$ cat src/common/proc_config.svh
// --------------------
// Memory sizes for the single-cycle core
// Depth and index width must agree (words == 2**AW)
// Addresses are byte addresses, so bit 0 is never used as an index
// --------------------
`ifndef PROC_CONFIG_SVH
`define PROC_CONFIG_SVH

// Instruction memory, one 16-bit instruction per word
`define PROC_IMEM_WORDS 64
`define PROC_IMEM_AW    6

// Data memory, 16-bit words only
`define PROC_DMEM_WORDS 64
`define PROC_DMEM_AW    6

`endif

$ cat src/common/procPkg.sv
// --------------------
// ISA types for the 16-bit single-cycle core
// Opcode sits in the top five bits of every format
// Register 0 is an ordinary register
// --------------------
package procPkg;

    typedef enum logic [4:0] {
        OP_HALT  = 5'b00000,
        OP_NOP   = 5'b00001,
        OP_J     = 5'b00100,
        OP_ADDI  = 5'b01000,
        OP_ANDI  = 5'b01011,
        OP_BEQZ  = 5'b01100,
        OP_BNEZ  = 5'b01101,
        OP_BLTZ  = 5'b01110,
        OP_ST    = 5'b10000,
        OP_LD    = 5'b10001,
        OP_RTYPE = 5'b11011
    } opcode_t;

    typedef enum logic [1:0] {
        ALU_ADD = 2'b00,
        ALU_SUB = 2'b01,
        ALU_AND = 2'b10,
        ALU_XOR = 2'b11
    } aluFunct_t;

    // Same 16 bits, three field layouts
    typedef union packed {
        struct packed {
            opcode_t   opcode;
            logic [2:0] rs;
            logic [2:0] rt;
            logic [2:0] rd;
            aluFunct_t funct;
        } rType;
        struct packed {
            opcode_t   opcode;
            logic [2:0] rs;
            logic [2:0] rd;
            logic [4:0] imm;
        } iType;
        struct packed {
            opcode_t    opcode;
            logic [10:0] disp;
        } jType;
    } instr_t;

    typedef struct packed {
        logic      regWrite;
        logic      memRead;
        logic      memWrite;
        logic      memToReg;
        logic      aluSrc;
        logic      branch;
        logic [1:0] branchKind;   // 00 eqz, 01 nez, 10 ltz
        logic      jump;
        logic      halt;
        logic      illegal;
        aluFunct_t aluOp;
    } ctrl_t;

    typedef struct packed {
        ctrl_t       ctrl;
        logic [15:0] read1Data;
        logic [15:0] read2Data;
        logic [15:0] imm;
        logic [15:0] jumpDisp;
        logic [2:0]  destReg;
    } decoded_t;

    typedef struct packed {
        logic [15:0] aluResult;
        logic [15:0] branchTarget;
        logic [15:0] jumpTarget;
        logic        zero;
        logic        ltz;
    } execResult_t;

    // Trace record and register file write request
    typedef struct packed {
        logic        valid;
        logic [2:0]  regNum;
        logic [15:0] data;
    } regWrite_t;

endpackage

$ cat src/design/fetch.sv
// --------------------
// PC register and instruction memory
// Memory is loaded through the program port while the core is stopped
// Read is combinational, no reset on the array
// --------------------
`timescale 1ns/1ps
`include "proc_config.svh"

module fetch (
    input  logic                      clk,
    input  logic                      arstN,
    input  logic                      commit,
    input  logic                      progWe,
    input  logic [`PROC_IMEM_AW-1:0]  progAddr,
    input  procPkg::instr_t           progData,
    input  logic [15:0]               nextPc,
    output procPkg::instr_t           instr,
    output logic [15:0]               pcPlus2
);

    logic [15:0] pc;
    procPkg::instr_t imem [`PROC_IMEM_WORDS];

    always_ff @(posedge clk or negedge arstN) begin
        if (!arstN) begin
            pc <= '0;
        end else if (commit) begin
            pc <= nextPc;
        end
    end

    always_ff @(posedge clk) begin
        if (progWe) begin
            imem[progAddr] <= progData;
        end
    end

    // Byte address, so word index starts at bit 1
    assign instr   = imem[pc[`PROC_IMEM_AW:1]];
    assign pcPlus2 = pc + 16'd2;

endmodule

$ cat src/design/decode.sv
// --------------------
// Control decode, ALU control and register file
// HALT and illegal opcodes become a jump to self so the PC holds
// Register writes land on the clock edge, reads are combinational
// --------------------
`timescale 1ns/1ps

module decode (
    input  logic                clk,
    input  logic                arstN,
    input  procPkg::instr_t     instr,
    input  procPkg::regWrite_t  wbReq,
    output procPkg::decoded_t   dec
);

    logic [15:0] regs [8];
    logic [2:0]  src2;
    logic [15:0] immSigned;
    logic [15:0] immZero;

    assign immSigned = {{11{instr.iType.imm[4]}}, instr.iType.imm};
    assign immZero   = {11'd0, instr.iType.imm};

    // ST reads the stored register from the I-view rd slot
    assign src2 = (instr.iType.opcode == procPkg::OP_ST) ? instr.iType.rd : instr.rType.rt;

    always_comb begin
        dec.ctrl       = '0;
        dec.ctrl.aluOp = procPkg::ALU_ADD;
        dec.read1Data  = regs[instr.rType.rs];
        dec.read2Data  = regs[src2];
        dec.imm        = immSigned;
        dec.jumpDisp   = {{5{instr.jType.disp[10]}}, instr.jType.disp};
        dec.destReg    = instr.iType.rd;

        case (instr.rType.opcode)
            procPkg::OP_RTYPE: begin
                dec.ctrl.regWrite = 1'b1;
                dec.ctrl.aluOp    = instr.rType.funct;
                dec.destReg       = instr.rType.rd;
            end
            procPkg::OP_ADDI: begin
                dec.ctrl.regWrite = 1'b1;
                dec.ctrl.aluSrc   = 1'b1;
            end
            procPkg::OP_ANDI: begin
                dec.ctrl.regWrite = 1'b1;
                dec.ctrl.aluSrc   = 1'b1;
                dec.ctrl.aluOp    = procPkg::ALU_AND;
                dec.imm           = immZero;
            end
            procPkg::OP_LD: begin
                dec.ctrl.regWrite = 1'b1;
                dec.ctrl.memRead  = 1'b1;
                dec.ctrl.memToReg = 1'b1;
                dec.ctrl.aluSrc   = 1'b1;
            end
            procPkg::OP_ST: begin
                dec.ctrl.memWrite = 1'b1;
                dec.ctrl.aluSrc   = 1'b1;
            end
            procPkg::OP_BEQZ: begin
                dec.ctrl.branch     = 1'b1;
                dec.ctrl.branchKind = 2'b00;
            end
            procPkg::OP_BNEZ: begin
                dec.ctrl.branch     = 1'b1;
                dec.ctrl.branchKind = 2'b01;
            end
            procPkg::OP_BLTZ: begin
                dec.ctrl.branch     = 1'b1;
                dec.ctrl.branchKind = 2'b10;
            end
            procPkg::OP_J: begin
                dec.ctrl.jump = 1'b1;
            end
            procPkg::OP_NOP: begin
            end
            procPkg::OP_HALT: begin
                // Displacement of -1 word lands back on this instruction
                dec.ctrl.halt = 1'b1;
                dec.ctrl.jump = 1'b1;
                dec.jumpDisp  = 16'hFFFF;
            end
            default: begin
                dec.ctrl.illegal = 1'b1;
                dec.ctrl.jump    = 1'b1;
                dec.jumpDisp     = 16'hFFFF;
            end
        endcase
    end

    always_ff @(posedge clk or negedge arstN) begin
        if (!arstN) begin
            for (int i = 0; i < 8; i++) begin
                regs[i] <= '0;
            end
        end else if (wbReq.valid) begin
            regs[wbReq.regNum] <= wbReq.data;
        end
    end

endmodule

$ cat src/design/execute.sv
// --------------------
// ALU and PC-relative target adders
// Branch and jump offsets count instructions, so they shift by one
// Flags describe the first source, the register a branch tests
// --------------------
`timescale 1ns/1ps

module execute (
    input  procPkg::decoded_t     dec,
    input  logic [15:0]           pcPlus2,
    output procPkg::execResult_t  res
);

    logic [15:0] opA;
    logic [15:0] opB;
    logic [15:0] aluOut;

    assign opA = dec.read1Data;
    assign opB = dec.ctrl.aluSrc ? dec.imm : dec.read2Data;

    always_comb begin
        case (dec.ctrl.aluOp)
            procPkg::ALU_ADD: aluOut = opA + opB;
            procPkg::ALU_SUB: aluOut = opA - opB;
            procPkg::ALU_AND: aluOut = opA & opB;
            procPkg::ALU_XOR: aluOut = opA ^ opB;
            default:          aluOut = opA + opB;
        endcase
    end

    assign res.aluResult    = aluOut;
    assign res.branchTarget = pcPlus2 + {dec.imm[14:0], 1'b0};
    assign res.jumpTarget   = pcPlus2 + {dec.jumpDisp[14:0], 1'b0};

    // Zero and sign of the tested register
    assign res.zero = (dec.read1Data == 16'd0);
    assign res.ltz  = dec.read1Data[15];

endmodule

$ cat src/design/memory.sv
// --------------------
// Data memory and branch decision
// Word access only, address bit 0 ignored
// Stores happen only on a commit edge
// --------------------
`timescale 1ns/1ps
`include "proc_config.svh"

module memory (
    input  logic                  clk,
    input  logic                  arstN,
    input  logic                  commit,
    input  procPkg::decoded_t     dec,
    input  procPkg::execResult_t  res,
    input  logic [15:0]           pcPlus2,
    output logic [15:0]           readData,
    output logic [15:0]           branchOrPc
);

    logic [15:0] dmem [`PROC_DMEM_WORDS];
    logic [`PROC_DMEM_AW-1:0] wordIdx;
    logic taken;

    assign wordIdx  = res.aluResult[`PROC_DMEM_AW:1];
    assign readData = dec.ctrl.memRead ? dmem[wordIdx] : 16'd0;

    always_ff @(posedge clk or negedge arstN) begin
        if (!arstN) begin
            for (int i = 0; i < `PROC_DMEM_WORDS; i++) begin
                dmem[i] <= '0;
            end
        end else if (dec.ctrl.memWrite && commit) begin
            dmem[wordIdx] <= dec.read2Data;
        end
    end

    always_comb begin
        case (dec.ctrl.branchKind)
            2'b00:   taken = res.zero;
            2'b01:   taken = !res.zero;
            2'b10:   taken = res.ltz;
            default: taken = 1'b0;
        endcase
    end

    assign branchOrPc = (dec.ctrl.branch && taken) ? res.branchTarget : pcPlus2;

endmodule

$ cat src/design/writeBack.sv
// --------------------
// Result select, next PC and trace record
// Record is only valid while the core commits
// --------------------
`timescale 1ns/1ps

module writeBack (
    input  logic                  commit,
    input  procPkg::decoded_t     dec,
    input  procPkg::execResult_t  res,
    input  logic [15:0]           readData,
    input  logic [15:0]           branchOrPc,
    output procPkg::regWrite_t    wbReq,
    output logic [15:0]           nextPc
);

    assign wbReq.valid  = dec.ctrl.regWrite && commit;
    assign wbReq.regNum = dec.destReg;
    assign wbReq.data   = dec.ctrl.memToReg ? readData : res.aluResult;

    // Jump covers J, HALT and illegal opcodes
    assign nextPc = dec.ctrl.jump ? res.jumpTarget : branchOrPc;

endmodule

$ cat src/design/proc.sv
// --------------------
// Single-cycle 16-bit core, one instruction per clock while run is high
// Load instruction memory with run low
// halted and err are sticky until reset
// --------------------
`timescale 1ns/1ps
`include "proc_config.svh"

module proc (
    input  logic                      clk,
    input  logic                      arstN,
    input  logic                      run,
    input  logic                      progWe,
    input  logic [`PROC_IMEM_AW-1:0]  progAddr,
    input  procPkg::instr_t           progData,
    output procPkg::regWrite_t        trace,
    output logic                      halted,
    output logic                      err
);

    procPkg::instr_t      instr;
    procPkg::decoded_t    dec;
    procPkg::execResult_t res;
    procPkg::regWrite_t   wbReq;
    logic [15:0]          pcPlus2;
    logic [15:0]          nextPc;
    logic [15:0]          readData;
    logic [15:0]          branchOrPc;
    logic                 commit;

    assign commit = run && !halted && !err;
    assign trace  = wbReq;

    always_ff @(posedge clk or negedge arstN) begin
        if (!arstN) begin
            halted <= 1'b0;
            err    <= 1'b0;
        end else if (commit) begin
            halted <= dec.ctrl.halt;
            err    <= dec.ctrl.illegal;
        end
    end

    fetch fetch_inst (
        .clk(clk), .arstN(arstN), .commit(commit),
        .progWe(progWe), .progAddr(progAddr), .progData(progData),
        .nextPc(nextPc), .instr(instr), .pcPlus2(pcPlus2)
    );

    decode decode_inst (
        .clk(clk), .arstN(arstN), .instr(instr), .wbReq(wbReq), .dec(dec)
    );

    execute execute_inst (
        .dec(dec), .pcPlus2(pcPlus2), .res(res)
    );

    memory memory_inst (
        .clk(clk), .arstN(arstN), .commit(commit), .dec(dec), .res(res),
        .pcPlus2(pcPlus2), .readData(readData), .branchOrPc(branchOrPc)
    );

    writeBack writeBack_inst (
        .commit(commit), .dec(dec), .res(res), .readData(readData),
        .branchOrPc(branchOrPc), .wbReq(wbReq), .nextPc(nextPc)
    );

endmodule

$ cat config.mk
export PLATFORM = sky130hd
export DESIGN_NAME = proc
export DESIGN_NICKNAME = d
export VERILOG_FILES = /design/src/common/procPkg.sv /design/src/design/fetch.sv /design/src/design/decode.sv /design/src/design/execute.sv /design/src/design/memory.sv /design/src/design/writeBack.sv /design/src/design/proc.sv
export VERILOG_INCLUDE_DIRS = /design/src /design/src/common
export SDC_FILE = /design/constraint.sdc
export NUM_CORES = 2
export LEC_CHECK = 0
export ABC_AREA = 1
export BUFFER_PORTS_ARGS = -buffer_cell sky130_fd_sc_hd__buf_4
export CAP_MARGIN = 20
export CORE_MARGIN = 5
export CORE_UTILIZATION = 50
export DETAILED_ROUTE_END_ITERATION = 12
export PLACE_DENSITY = 0.68
export SETUP_SLACK_MARGIN = 0.5
export SYNTH_ARGS = -nofsm -noshare
export SYNTH_HDL_FRONTEND = slang
export SYNTH_HIERARCHICAL = 1
export SYNTH_SLANG_ARGS = --single-unit
export TNS_END_PERCENT = 5
$ cat constraint.sdc
create_clock -name clk -period 19.8 [get_ports clk]
set_clock_uncertainty 0.15 [all_clocks]
set_input_delay 2.97 -clock clk [delete_from_list [all_inputs] [get_ports clk]]
set_output_delay 2.97 -clock clk [all_outputs]
set_load 0.01 [all_outputs]
# --- Yosys cells after proc, flatten, opt, wreduce, memory -nomap -nowiden ---
# Memories as Yosys holds them, arrays and structs flattened.
# Index checks and enable logic that the tools add are counted.
totals:
  ff_bits: 1170
  mem_bits_rw: 1024
  input_bits: 26
  mem_count: 1
op_classes:
  addsub: 5
  magnitude_cmp: 6
  n_eq_ne: 15
  muxes: 34
  n_bitwise: 6
  n_reduce_logical: 19
mem_list:
  columns: ["name", "words", "width", "read_ports", "rd_ports_with_merged_regs", "wr", "line_no", "source"]
  rows:
  - ["fetch_inst.imem", 64, 16, 1, 0, 1, "fetch.sv:22", "procPkg::instr_t imem [`PROC_IMEM_WORDS];"]
ops:
  columns: ["cell", "n"]
  rows:
  - ["$bwmux W1024", 1]
  - ["$mux W16", 13]
  - ["$bwmux W128", 1]
  - ["$bmux W16 S3", 2]
  - ["$bmux W16 S6", 1]
  - ["$demux W16 S6", 1]
  - ["$pmux W16 S4", 1]
  - ["$add A16 B16 Y16", 3]
  - ["$demux W16 S3", 1]
  - ["$eq A5 B4 Y1 const B", 5]
  - ["$add A16 B2 Y16 const B", 1]
  - ["$and A16 B16 Y16", 1]
  - ["$logic_not A16 Y1", 1]
  - ["$sub A16 B16 Y16", 1]
  - ["$xor A16 B16 Y16", 1]
  - ["$eq A5 B5 Y1 const B", 3]
  - ["$mux W15", 1]
  - ["$ge A4 B4 Y1 const B", 3]
  - ["$not A3 Y4", 3]
  - ["$reduce_or A11 Y1", 1]
  - ["$reduce_or A10 Y1", 1]
  - ["$pmux W3 S3", 1]
  - ["$reduce_or A9 Y1", 1]
  - ["$mux W1", 8]
  - ["other kinds (16)", 29]

# --- Longest topological paths before layout ---
# An unclocked memory read counts as a cell.
depth:
  ltp_word: 14
  ltp_mapped: 50
  ltp_nobuf: 44

# --- Hierarchy ---
# The synthesis kept the hierarchy.
by_module_without_submodules:
  columns: ["mod", "instances", "cells_per_inst", "area_each_um2", "seq_area_each_um2"]
  rows:
  - ["memory", 1, 6544, 49105.8, 25624.6]
  - ["fetch", 1, 3627, 42180.5, 31149.9]
  - ["decode", 1, 1006, 7425.9, 3203.1]
  - ["execute", 1, 582, 3392.0, 0.0]
  - ["writeBack", 1, 109, 491.7, 0.0]
  - ["proc", 1, 9, 90.1, 50.0]

# --- Least setup slack after synthesis ---
# No wires, ideal clock.
synth_path:
  kind: "register -> output"
  startpoint: "register fetch_inst.pc[1]"
  endpoint: "output port trace[10] (netlist bit)"
  arrival_time_ns: 5.746
  required_time_ns: 16.680
  setup_slack_ns: 10.934
  path_stages_with_launch: 46
  path_cell_list: "dfrtp_1 > buf_4 > inv_2 > buf_6 > buf_6 > buf_2 > nand2_1 > nand3_1 > nand3_1 > nand3_1 > nand3_1 > nand2_1 > nand2_1 > nand2_1 > inv_1 > nor2_4 > nand3_2 > nand2_1 > (+10 left out) > nor2_2 > a21oi_1 > xor2_1 > ha_1 > a21o_1 > o21bai_1 > nand2_1 > nand2_1 > o211ai_1 > inv_2 > nor3_2 > clkbuf_1 > o21ai_0 > nand2_1 > nor2_1 > a21oi_1 > nand2_1 > nand2_1"
synth_lines:
  columns: ["element", "line_no", "source"]
  rows:
  - ["from (decl)", "fetch.sv:21", "logic [15:0] pc;"]
  - ["from (signal assigned)", "fetch.sv:28", "pc <= nextPc;"]
  - ["to (decl)", "proc.sv:16", "output procPkg::regWrite_t trace,"]

==> impl_metrics.ini <==
[outcome]
outcome = completed

[synthesis]
synth_nets = 11684
yosysWarnings = 6
synthCells = 11610
avgSynthCellArea_um2 = 8.70
syn_area_um2 = 101000

[critical_path]
cp_slowest_stage_delay_ps = 970
crit_required_ps = 16680
cp-end-kind = output port
cp_num_buf_inv = 7
worstSetupStartpointType = register
arrival_ps = 12120
ff2ff_path_depth = 36
cpMostUsedCell = nand2_1
r2r-start = fetch_inst/pc[1]
worstSetupPathType = reg2out
path_delay_family = buffers and inverters
rr_endpoint = decode_inst/regs[102]
cp-startpoint = fetch_inst/pc[1]
cp_slowest_cell = dfrtp_4
ff2ff_setup_slack_ps = 7960
crit_fanout = 187

[min_path]
hp-class = reg2reg
worstHoldStart = memory_inst/dmem[124]
worst_hold_path.endpoint = memory_inst/dmem[124]
min_delay_path_depth = 2

[placement]
gp_congestion = 0.899
portBuffers = 47
placed_area_um2 = 103000
dp_slack_ps = 5900
hpwl_mm = 168
place_inst = 13720

[cells_and_area]
final_area_um2 = 111000
final_core_util = 0.551
nFillCells = 17814
syn2layout_area_growth_pct = 10.0
drive_gt1_frac = 0.0683
stdcell_count = 14162
final_cell_mix = nand2_1 (4201), o21ai_0 (1222), dfrtp_1 (1157)
layout_commonest_cell = nand2_1
nets = 11374

[timing]
setup_viol = 0
worst_pin_slew_ps = 1150
timing.fmax_ghz = 0.0656
slew_violations = 0
fin_crit_sh = 0.770
setup_tns_ps = 0
rsz0062_at_grt = no
finalCriticalPeriod_ps = 15240
hold_slack_ps = 327
max-slew-margin-rel = 0.231
worst_slack_ps = 4560
hold_viol_final = 0

[global_routing]
grt_util_met3 = 0.0439
grt_overflow = 0
antenna_found_initial = 2
grt_pass1_vias = 75369
grt_util_met2 = 0.439
gr-max-usage-layer = met2
grt_max_degree = 189
globalRouteMet1Util = 0.375
grt_pass1_wl_mm = 453
track_usage = 0.276

[power]
leakage_nw = 48.0
p_total_mw = 9.33
power_density_nw_per_um2 = 84.0
vdd_drop_max_mv = 0.119

[clock_tree]
cts_buffers = 219
cts_tree = yes
cts_hold_buf = 0
clk_latency_ps = 870
cts_sinks = 2184
htreeDepth = 4
post_cts_resized = 0
cts_root_buf = clkbuf_16
cts_setup_buffers = 0
path_clk_slew_ps = 60
cts_buffer_depth = 3

[floorplanning]
die-area_um2 = 211000
io_pins = 48
initial_core_util = 0.501
dieHeight_um = 459
die_w_um = 459
fp.coreArea_um2 = 201000
row_count = 165

[detailed_routing]
dr.pass1.iters = 7
ant_nets = 0
vias = 79369
drc = 0
first_iter_violations = 9071
wl_per_cell_um = 20.8
drt_wl_total_mm = 295
viasPerCell = 5.60

[job]
cap_viol_max_count = 0
## registers in the layout (all words and copies together), names as in the netlist
signal,cells
fetch_inst/imem,1024
memory_inst/dmem,1024
decode_inst/regs,128
fetch_inst/pc,6
err,1
halted,1
## power breakdown
group          switching [mW]  internal [mW]
sequential            0.00327           4.77
clock                    1.80           2.41
combinational           0.281         0.0730
## layout make-up
type                            instances  area, µm²  area share
Sequential cell                      2184      59800       0.538
Multi-Input combinational cell       7557      33700       0.303
Clock buffer                          299       6050      0.0545
Inverter                             1075       4080      0.0368
Tap cell                             2672       3340      0.0301
Timing Repair Buffer                  263       2880      0.0260
Clock inverter                        111       1240      0.0112
Antenna cell                            1       2.50   0.0000225
## layer usage
layer / up-vias / wire, µm
met2: 3383 / 136000
met1: 38526 / 120000
met3: 615 / 24900
met5: - / 0
li1: 36845 / -
met4: 0 / 14400
## worst max-delay path by stage
| stage | to | slack (ps) | cells past startpoint |
|---|---|---|---|
| 5_1_grt | trace[6] | 3930 | 35 |
| 2_1_floorplan | trace[10] | 10930 | 45 |
| 6_report | trace[6] | 4560 | 35 |
| 3_5_place_dp | trace[9] | 5900 | 39 |
| 3_3_place_gp | trace[9] | 5960 | 38 |
| 4_1_cts | trace[9] | 4910 | 39 |
## tightest hold or removal path: cells and delay by family (launching register included)
family	cells	cell delay, ps
DFF	1	340
AOI/OAI and AO/OA	1	60
and+or+nand+nor	1	50
Note: power is estimated with default switching activity, not from simulation.
